<file path="src/hw/boot_pkg.sv">
// Shared widths, command and write formats, and MMIO register offsets for the boot stub.
// Modules and the testbench reference these by scoped names.

package boot_pkg;

  // ----------------------------------------
  // Basic widths
  // ----------------------------------------

  // MMIO register offset
  typedef logic [7:0] addr_t;

  // Register data word
  typedef logic [31:0] data_t;

  // ----------------------------------------
  // Command format
  // ----------------------------------------

  // Command opcodes as stored in the command memory
  typedef enum logic [1:0] {
    op_nop   = 2'd0,
    op_write = 2'd1,
    op_halt  = 2'd2
  } op_t;

  // One command word, 42 bits
  typedef struct packed {
    op_t   op;
    addr_t addr;
    data_t data;
  } cmd_t;

  // One queued register write, 40 bits
  typedef struct packed {
    addr_t addr;
    data_t data;
  } wr_req_t;

  // ----------------------------------------
  // MMIO register map
  // ----------------------------------------

  localparam addr_t reg_sig_load = 8'h00;
  localparam addr_t reg_sig_xor  = 8'h04;
  localparam addr_t reg_poweroff = 8'h08;
  localparam addr_t reg_uart_tx  = 8'h0c;

  // Any other offset is silently dropped by the register block

endpackage : boot_pkg

</file>
<file path="src/hw/cmd_store.sv">
// Command memory for the boot sequencer.
// The host fills it through the load port, the sequencer reads with one cycle of latency.

`timescale 1ns/1ns

module cmd_store #(
  parameter int unsigned CMD_AW = 5
) (
  input  logic                  clk,

  // Host load port
  input  logic                  load_we,
  input  logic [CMD_AW-1:0]     load_addr,
  input  boot_pkg::cmd_t        load_cmd,

  // Sequencer read port
  input  logic [CMD_AW-1:0]     rd_addr,
  output boot_pkg::cmd_t        rd_cmd
);

  localparam int unsigned DEPTH = 2 ** CMD_AW;

  // ----------------------------------------
  // Storage
  // ----------------------------------------

  // Command words as loaded by the host
  boot_pkg::cmd_t mem [DEPTH];

  // Synchronous write from the host
  always_ff @(posedge clk) begin
    if (load_we) begin
      mem[load_addr] <= load_cmd;
    end
  end

  // ----------------------------------------
  // Read port
  // ----------------------------------------

  // Registered read, data is valid the cycle after rd_addr is presented.
  // Holding rd_addr keeps rd_cmd stable while the sequencer stalls
  always_ff @(posedge clk) begin
    rd_cmd <= mem[rd_addr];
  end

endmodule : cmd_store

</file>
<file path="src/hw/boot_sequencer.sv">
// Producer side of the boot stub. Walks the command store from address 0 after start,
// turns write commands into queued register writes and stops on a halt command.

`timescale 1ns/1ns

module boot_sequencer #(
  parameter int unsigned CMD_AW = 5
) (
  input  logic                  clk,
  input  logic                  rst,
  input  logic                  start,

  // Command store read port
  output logic [CMD_AW-1:0]     rd_addr,
  input  boot_pkg::cmd_t        rd_cmd,

  // Write queue push side
  input  logic                  full,
  output logic                  push,
  output boot_pkg::wr_req_t     push_req,

  output logic                  halted
);

  typedef enum logic [1:0] {
    st_idle,
    st_fetch,
    st_issue,
    st_halt
  } state_t;

  state_t              state;
  state_t              state_d;
  logic [CMD_AW-1:0]   pc;
  logic [CMD_AW-1:0]   pc_d;
  logic                in_issue;
  logic                is_write;

  // ----------------------------------------
  // Issue decode
  // ----------------------------------------

  assign in_issue = (state == st_issue);
  assign is_write = (rd_cmd.op == boot_pkg::op_write);

  // Push only when the fetched write can be accepted this cycle
  assign push          = in_issue && is_write && !full;
  assign push_req.addr = rd_cmd.addr;
  assign push_req.data = rd_cmd.data;

  // The store always reads at pc, which keeps rd_cmd steady during a stall
  assign rd_addr = pc;

  assign halted = (state == st_halt);

  // ----------------------------------------
  // Next state
  // ----------------------------------------

  always_comb begin
    state_d = state;
    pc_d    = pc;
    case (state)
      st_idle, st_halt: begin
        if (start) begin
          state_d = st_fetch;
          pc_d    = '0;
        end
      end
      st_fetch: begin
        state_d = st_issue;
      end
      st_issue: begin
        if (rd_cmd.op == boot_pkg::op_halt) begin
          state_d = st_halt;
        end else if (is_write) begin
          // Full queue keeps the command here until a slot frees up
          if (!full) begin
            state_d = st_fetch;
            pc_d    = pc + CMD_AW'(1);
          end
        end else begin
          // op_nop and unused encodings just advance
          state_d = st_fetch;
          pc_d    = pc + CMD_AW'(1);
        end
      end
      default: begin
        state_d = st_idle;
      end
    endcase
  end

  always_ff @(posedge clk) begin
    if (rst) begin
      state <= st_idle;
      pc    <= '0;
    end else begin
      state <= state_d;
      pc    <= pc_d;
    end
  end

endmodule : boot_sequencer

</file>
<file path="src/hw/write_queue.sv">
// Synchronous FIFO of pending register writes between the sequencer and the MMIO block.
// Head is shown combinationally, a push and a pop may happen in the same cycle.

`timescale 1ns/1ns

module write_queue #(
  parameter int unsigned FIFO_DEPTH = 4
) (
  input  logic                  clk,
  input  logic                  rst,

  input  logic                  push,
  input  boot_pkg::wr_req_t     push_req,

  input  logic                  pop,
  output boot_pkg::wr_req_t     head,

  output logic                  full,
  output logic                  empty
);

  localparam int unsigned PTR_W = (FIFO_DEPTH > 1) ? $clog2(FIFO_DEPTH) : 1;
  localparam int unsigned CNT_W = $clog2(FIFO_DEPTH + 1);

  boot_pkg::wr_req_t   mem [FIFO_DEPTH];
  logic [PTR_W-1:0]    wr_ptr;
  logic [PTR_W-1:0]    rd_ptr;
  logic [CNT_W-1:0]    count;
  logic                do_push;
  logic                do_pop;

  assign full  = (count == CNT_W'(FIFO_DEPTH));
  assign empty = (count == '0);

  // Requests against a full or empty queue are ignored
  assign do_push = push && !full;
  assign do_pop  = pop && !empty;

  assign head = mem[rd_ptr];

  // ----------------------------------------
  // Storage
  // ----------------------------------------

  always_ff @(posedge clk) begin
    if (do_push) begin
      mem[wr_ptr] <= push_req;
    end
  end

  // ----------------------------------------
  // Pointers and level
  // ----------------------------------------

  always_ff @(posedge clk) begin
    if (rst) begin
      wr_ptr <= '0;
      rd_ptr <= '0;
      count  <= '0;
    end else begin
      if (do_push) begin
        wr_ptr <= (wr_ptr == PTR_W'(FIFO_DEPTH - 1)) ? '0 : wr_ptr + PTR_W'(1);
      end
      if (do_pop) begin
        rd_ptr <= (rd_ptr == PTR_W'(FIFO_DEPTH - 1)) ? '0 : rd_ptr + PTR_W'(1);
      end
      // Simultaneous push and pop leaves the level unchanged
      if (do_push && !do_pop) begin
        count <= count + CNT_W'(1);
      end else if (do_pop && !do_push) begin
        count <= count - CNT_W'(1);
      end
    end
  end

endmodule : write_queue

</file>
<file path="src/hw/mmio_regs.sv">
// MMIO register block of the boot stub. Drains the write queue and applies each write to
// the signature register, the power-off flag or the UART transmit port.

`timescale 1ns/1ns

module mmio_regs (
  input  logic                  clk,
  input  logic                  rst,

  // Write queue head
  input  boot_pkg::wr_req_t     head,
  input  logic                  empty,
  output logic                  pop,

  // UART transmit side
  input  logic                  uart_tx_ready,
  output logic                  uart_tx_valid,
  output logic [7:0]            uart_tx_byte,

  // System status
  output boot_pkg::data_t       signature,
  output logic                  poweroff
);

  logic hit_load;
  logic hit_xor;
  logic hit_off;
  logic hit_uart;
  logic uart_stall;

  // ----------------------------------------
  // Offset decode
  // ----------------------------------------

  assign hit_load = (head.addr == boot_pkg::reg_sig_load);
  assign hit_xor  = (head.addr == boot_pkg::reg_sig_xor);
  assign hit_off  = (head.addr == boot_pkg::reg_poweroff);
  assign hit_uart = (head.addr == boot_pkg::reg_uart_tx);

  // UART writes wait for the transmitter, everything else drains at once
  assign uart_stall = hit_uart && !uart_tx_ready;

  assign pop = !empty && !uart_stall;

  // ----------------------------------------
  // UART port
  // ----------------------------------------

  // One-cycle pulse in the cycle the UART write is popped
  assign uart_tx_valid = pop && hit_uart;
  assign uart_tx_byte  = head.data[7:0];

  // ----------------------------------------
  // Signature register
  // ----------------------------------------

  always_ff @(posedge clk) begin
    if (rst) begin
      signature <= '0;
    end else if (pop) begin
      if (hit_load) begin
        signature <= head.data;
      end else if (hit_xor) begin
        signature <= signature ^ head.data;
      end
    end
  end

  // ----------------------------------------
  // Power-off flag
  // ----------------------------------------

  // Sticky until reset, a zero write does nothing
  always_ff @(posedge clk) begin
    if (rst) begin
      poweroff <= 1'b0;
    end else if (pop && hit_off && (head.data != '0)) begin
      poweroff <= 1'b1;
    end
  end

endmodule : mmio_regs

</file>
<file path="src/hw/boot_sys_top.sv">
// Top level of the boot stub system. Connects the command store, the sequencer,
// the write queue and the MMIO register block, and sets their sizes.

`timescale 1ns/1ns

module boot_sys_top #(
  parameter int unsigned CMD_AW     = 5,
  parameter int unsigned FIFO_DEPTH = 4
) (
  input  logic                  clk,
  input  logic                  rst,

  // Host load port, used only while idle or halted
  input  logic                  load_we,
  input  logic [CMD_AW-1:0]     load_addr,
  input  boot_pkg::cmd_t        load_cmd,

  input  logic                  start,
  input  logic                  uart_tx_ready,

  output boot_pkg::data_t       signature,
  output logic                  poweroff,
  output logic                  uart_tx_valid,
  output logic [7:0]            uart_tx_byte,
  output logic                  halted
);

  logic [CMD_AW-1:0]   rd_addr;
  boot_pkg::cmd_t      rd_cmd;
  logic                push;
  boot_pkg::wr_req_t   push_req;
  logic                full;
  logic                pop;
  boot_pkg::wr_req_t   head;
  logic                empty;

  // ----------------------------------------
  // Command store and sequencer
  // ----------------------------------------

  cmd_store #(
    .CMD_AW(CMD_AW)
  ) u_store (
    .clk(clk),
    .load_we(load_we),
    .load_addr(load_addr),
    .load_cmd(load_cmd),
    .rd_addr(rd_addr),
    .rd_cmd(rd_cmd)
  );

  boot_sequencer #(
    .CMD_AW(CMD_AW)
  ) u_seq (
    .clk(clk),
    .rst(rst),
    .start(start),
    .rd_addr(rd_addr),
    .rd_cmd(rd_cmd),
    .full(full),
    .push(push),
    .push_req(push_req),
    .halted(halted)
  );

  // ----------------------------------------
  // Write path
  // ----------------------------------------

  write_queue #(
    .FIFO_DEPTH(FIFO_DEPTH)
  ) u_queue (
    .clk(clk),
    .rst(rst),
    .push(push),
    .push_req(push_req),
    .pop(pop),
    .head(head),
    .full(full),
    .empty(empty)
  );

  mmio_regs u_mmio (
    .clk(clk),
    .rst(rst),
    .head(head),
    .empty(empty),
    .pop(pop),
    .uart_tx_ready(uart_tx_ready),
    .uart_tx_valid(uart_tx_valid),
    .uart_tx_byte(uart_tx_byte),
    .signature(signature),
    .poweroff(poweroff)
  );

endmodule : boot_sys_top

</file>
<file path="config.mk">
export PLATFORM = sky130hd
export DESIGN_NAME = boot_sys_top
export DESIGN_NICKNAME = d
export VERILOG_FILES = /design/src/hw/boot_pkg.sv /design/src/hw/cmd_store.sv /design/src/hw/boot_sequencer.sv /design/src/hw/write_queue.sv /design/src/hw/mmio_regs.sv /design/src/hw/boot_sys_top.sv
export SDC_FILE = /design/constraint.sdc
export NUM_CORES = 2
export LEC_CHECK = 0
export BUFFER_PORTS_ARGS = -buffer_cell sky130_fd_sc_hd__buf_4
export CAP_MARGIN = 20
export CORE_MARGIN = 5
export CORE_UTILIZATION = 62
export CTS_CLUSTER_DIAMETER = 40
export DETAILED_ROUTE_END_ITERATION = 16
export PLACE_DENSITY = 0.79
export SLEW_MARGIN = 20
export SYNTH_ARGS = -nofsm -noshare
export SYNTH_HDL_FRONTEND = slang
export SYNTH_SLANG_ARGS = --single-unit
</file>
<file path="constraint.sdc">
create_clock -name clk -period 5.93 [get_ports clk]
set_input_delay 1.779 -clock clk [delete_from_list [all_inputs] [get_ports clk]]
set_output_delay 1.779 -clock clk [all_outputs]
set_load 0.01 [all_outputs]
</file>
**Word level (Yosys, flattened, before mapping)**

Memory sizes are Yosys's and may differ from the RTL's. A register that Yosys moved wholly into a read port is not among the register bits.
Cells that the tools add are included.
Widths: inputs -> output; s select.

- Register bits: 47
- Bits in latches: 0
- RAM bits: 1504
- ROM bits: 0
- Bits of input ports: 52
- Output and inout bits: 43
- Logic and storage cells: 80
- Memories: 2

Memory list:

| memory | words | bits a word | read ports | clocked after Yosys merged registers in | wr ports | line | text |
|---|---|---|---|---|---|---|---|
| u_store.mem | 32 | 42 | 1 | 1 | 1 | cmd_store.sv:28 | `boot_pkg::cmd_t mem [DEPTH];` |
| u_queue.mem | 4 | 40 | 1 | 1 | 1 | write_queue.sv:25 | `boot_pkg::wr_req_t mem [FIFO_DEPTH];` |

- Add/sub/neg operators: 5
- Multipliers: 0
- Divide/modulo/power cells: 0
- Order comparisons: 0
- Equality and inequality tests: 15
- Shift operators: 0
- Muxes and demuxes: 22
- Bitwise gates (word level): 1
- Reductions and logical operators: 28

Operators with widths:

| operator | number |
|---|---|
| $mux 32 | 2 |
| $reduce_bool 32->1 | 1 |
| $xor 32x32->32 | 1 |
| $mux 5 | 4 |
| $eq 8x4->1 const B | 2 |
| $mux 2 | 8 |
| $logic_and 1x1->1 | 11 |
| $eq 2x2->1 const B | 5 |
| $pmux 5 s2 | 1 |
| $eq 8x3->1 const B | 1 |
| $logic_not 8->1 | 1 |
| $logic_not 1->1 | 6 |
| $mux 3 | 2 |
| $pmux 2 s3 | 1 |
| $reduce_bool 2->1 | 3 |
| $add 5x1->5 const B | 1 |
| $add 2x1->2 const B | 2 |
| $eq 2x1->1 const B | 2 |
| $mux 1 | 4 |
| $ne 2x2->1 const B | 2 |
| $ne 4x4->1 const B | 1 |
| $reduce_and 2->1 | 2 |
| $reduce_and 4->1 | 1 |
| $add 3x1->3 const B | 1 |
| 6 further kinds | 6 |

**Depth between registers and ports, before layout**

- Depth after elaboration: 8
- Depth in mapped cells: 12
- Depth with buffers taken out: 11

**By module**

Synthesis repeated with hierarchy kept, for this count alone.

- Cells, all modules: 3542
- Area, all modules: 62267.2 µm²

By module, submodules not included:

| module | instances | cells each | area an instance (µm²) | sequential area each (µm²) |
|---|---|---|---|---|
| cmd_store | 1 | 2953 | 53202.3 | 41199.5 |
| write_queue | 1 | 259 | 6257.3 | 4984.8 |
| mmio_regs | 1 | 241 | 2038.2 | 660.6 |
| boot_sequencer | 1 | 89 | 769.5 | 140.1 |

**Worst setup path before layout**

No wires, ideal clock.

- Kind: in2reg
- Start point: in load_addr[1]
- End point: mem u_store.mem[24][0] (netlist bit), enable pin
- Library setup time: 0.442 ns
- Arrival: 4.206 ns
- Required time: 5.488 ns
- Slack: 1.283 ns
- Stages: 3
- Path buffers: 1
- Cell sequence: or3b_2 clkbuf_1 nor2_1

RTL lines:

| element | line | text |
|---|---|---|
| from (decl) | boot_sys_top.sv:15 | `input logic [CMD_AW-1:0] load_addr,` |
| to (decl) | cmd_store.sv:28 |  |

No word-level cell before the write port.

==> results.md <==
- Most frequent cell after synthesis: edfxtp_1
- Synth-to-layout area growth: 13.2%
- Fillers: 5064
- CTS buffer count: 166
- Max-cap violations: 0
- Worst Path Arrival: 2.90 ns
- Top-area cell type share of the netlist area: 0.749
- RSZ-0062 raised after global routing: false
- Total negative slack: 0 ns
- CP Cell Sequence: buf_4 -> mux2i_1 -> mux2_2 -> buf_4 -> nor2_1 -> buf_4
- Placed inst area: 62800 um2
- Async set-or-reset flop fraction in the synthesized netlist: 0
- Synth Net Count: 2602
- Die footprint: 104000 um2
- Die height: 322 um
- Postcts setup bufs: 0
- Initial antenna violation count: 11
- Setup crit end kind: output port
- Fin nets: 2790
- Max FO, Critical Path: 67
- Iteration-0 DRC Markers: 4467
- GRT Overall Usage: 0.297
- Final clock skew: 0.0253 ns
- Pwr dens: 360 nW/um2
- Vias post-DR: 29200
- DRC: 0
- Detailed Routing Iterations Pass 1: 6
- Final hold vios: 0
- Clk_lat worst skew: 0.77 ns
- Synth Instances: 2538
- Avg Cell Area, Syn: 23.8 um2
- H-tree Lvls: 4
- TritonCTS clock tree: yes
- Worst reg-to-reg setup slack: 2.32 ns
- Overflow left after global routing: 0
- Final worst path period share: 0.790
- Main area contributors after synthesis: edfxtp_1 (75%), mux4_2 (17%), dfxtp_1 (3.0%), mux2_2 (0.80%), a32o_1 (0.53%)
- EDFF count, synth: 1504
- Data required time of the critical path: 4.15 ns
- Startpoint Class: flop
- Worst Tran Pin Value: 1.14 ns
- Synth cell count leaders: edfxtp_1 (1504), mux4_2 (452), dfxtp_1 (91)
- Cts hold-fix bufs: 0
- Slew Limit Fails: 0
- Post-synthesis sequential area ratio: 0.779
- Peak VDD IR: 275 uV
- Fmax: 214 MHz
- Gpl congestion: 0.815
- Crit Path Category: reg2out
- ANT nets after route: 0
- Final WL: 151000 um
- HPWL Detailed: 76600 um
- Cell area after synthesis: 60300 um2
- Layout cell share with drive strength beyond 1: 0.333
- Ys Warns: 0
- Slew HR: 0.241
- #FFs+latches synth: 1595
- Largest net degree at the start of global routing: 106
- WHS Endpoint: u_queue.mem[0][33]$_DFFE_PP_
- Root buf cell: clkbuf_16
- Post-cts resize count: 0
- IO buf count: 94
- Yosys top cell by area: edfxtp_1
- Reg-to-reg endpoint: u_queue.count[2]$_SDFFE_PP0P_
- Crit-path max cell delay: 0.52 ns
- Die width: 322 um
- Core area: 96600 um2
- Worst Hold Depth: 0
- IO Count: 95
- Status: finished clean
- Clock buffer depth: 3
- Average routed wire per standard cell: 36.4 um
- CTS clk-pin slew, worst paths: 0.06 ns
- Starting density of the core: 0.625
- Fin crit period: 4.68 ns
- Number of global-route vias before repair: 30000
- Worst Reg-to-Reg Cells: 13
- First-pass GRT wire length: 219000 um
- Post-route cell area: 68300 um2
- Most used cell, CP: buf_4
- DR vias/cell: 7.06
- Hold path start: u_store.rd_cmd[33]$_DFF_P_
- Num rows: 114
- Final setup violation count: 0
- Sequential cell area: 47000 um2
- Static leakage: 20.9 nW
- CTS sink cnt: 1595
- Distinct cell type count after synthesis: 44
- Worst Hold Class: reg2reg
- Multi-input logic area: 12900 um2
- Slowest stage cell, crit path: buf_4
- Post-synth top flop: edfxtp_1
-- where the power goes --
group | internal (mW) | total [mW] | switching (mW)
clock | 6.00 | 10.4 | 4.43
sequential | 12.5 | 12.7 | 0.159
combinational | 0.622 | 1.50 | 0.875
-- cells by family after synthesis --
group | after synthesis | share of synthesized area
adders and majority gates | 12 | 0.00261
and+or+nand+nor | 171 | 0.0143
DFF | 1595 | 0.779
buffers and inverters | 141 | 0.0113
AOI/OAI and AO/OA | 111 | 0.0140
xor gates and xnor gates | 5 | 0.000726
muxes | 503 | 0.178
-- area by class of cell --
cell class	instances	share of cell area
inverter	9	0.000495
timing repair buffer	152	0.0184
clock inverter	97	0.0139
clock buffer	206	0.0661
multi-input combinational	802	0.189
tap	1276	0.0234
antenna	4	0.000147
sequential	1595	0.689
-- metrics by stage --
step / instances / hold slack, ns / util / setup WS, ns / power (mW)
global placement: 3834 / 0.445 / 0.650 / 1.59 / 14.3
detailed placement: 3834 / 0.465 / 0.650 / 1.52 / 14.4
global route: 4137 / 0.502 / 0.707 / 1.05 / 25.4
floorplan: 2538 / 0.438 / - / 1.28 / 13.8
CTS: 4137 / 0.482 / 0.707 / 1.19 / 24.7
finish: 4141 / 0.475 / 0.707 / 1.25 / 24.6
-- routing by layer --
layer / vias up / global-route usage / routed length [um]
met2: 2307 / 0.496 / 76900
met1: 15300 / 0.409 / 52600
met5: - / 0 / 39
li1: 11200 / - / -
met4: 6 / 0.0904 / 5090
met3: 340 / 0.0569 / 16100
-- worst max-delay path by stage --
stage,start,endpoint,slack [ns],cells past startpoint
after CTS,flop,uart_tx_valid,1.19,6
after floorplan,load_addr[1],u_store.mem[24][0]$_DFFE_PP_,1.28,3
final,flop,uart_tx_valid,1.25,6
after global routing,flop,uart_tx_valid,1.05,6
after global placement,uart_tx_ready,uart_tx_valid,1.59,4
after detailed placement,load_addr[1],u_store.mem[17][4]$_DFFE_PP_,1.52,4
-- flip-flops by register name, indices dropped and copies added (netlist names), named ones only --
register / count
u_queue.wr_ptr: 2
u_queue.mem: 160
u_seq.rd_addr: 5
u_queue.count: 3
u_queue.rd_ptr: 2
u_mmio.signature: 32
u_store.rd_cmd: 42
u_store.mem: 1344
u_mmio.poweroff: 1
u_seq.state: 2
-- critical path: cells and delay by family (launching register included) --
family | cells | cell delay [ns]
multiplexers | 2 | 0.45
buffers and inverters | 3 | 1.13
flip-flops | 1 | 0.43
AND/OR/NAND/NOR | 1 | 0.12
-- cells in the final DEF, fill, tap and decap left out, types with 11 or more instances in the layout --
cell | netlist | layout
and2_1 | 36 | 32
bufinv_16 | 0 | 12
clkbuf_16 | 0 | 173
edfxtp_1 | 1504 | 1504
nand2_1 | 37 | 37
mux2_2 | 43 | 43
inv_6 | 0 | 20
buf_4 | 25 | 143
nor4_1 | 12 | 12
clkinv_1 | 0 | 21
dfxtp_1 | 91 | 84
o21bai_1 | 32 | 32
o21ai_0 | 33 | 33
nor2_4 | 0 | 32
clkbuf_1 | 65 | 27
nor2_1 | 51 | 19
clkinv_2 | 0 | 23
ha_1 | 11 | 11
a32o_1 | 32 | 32
mux4_2 | 452 | 452
(Power assumes the default switching activity.)
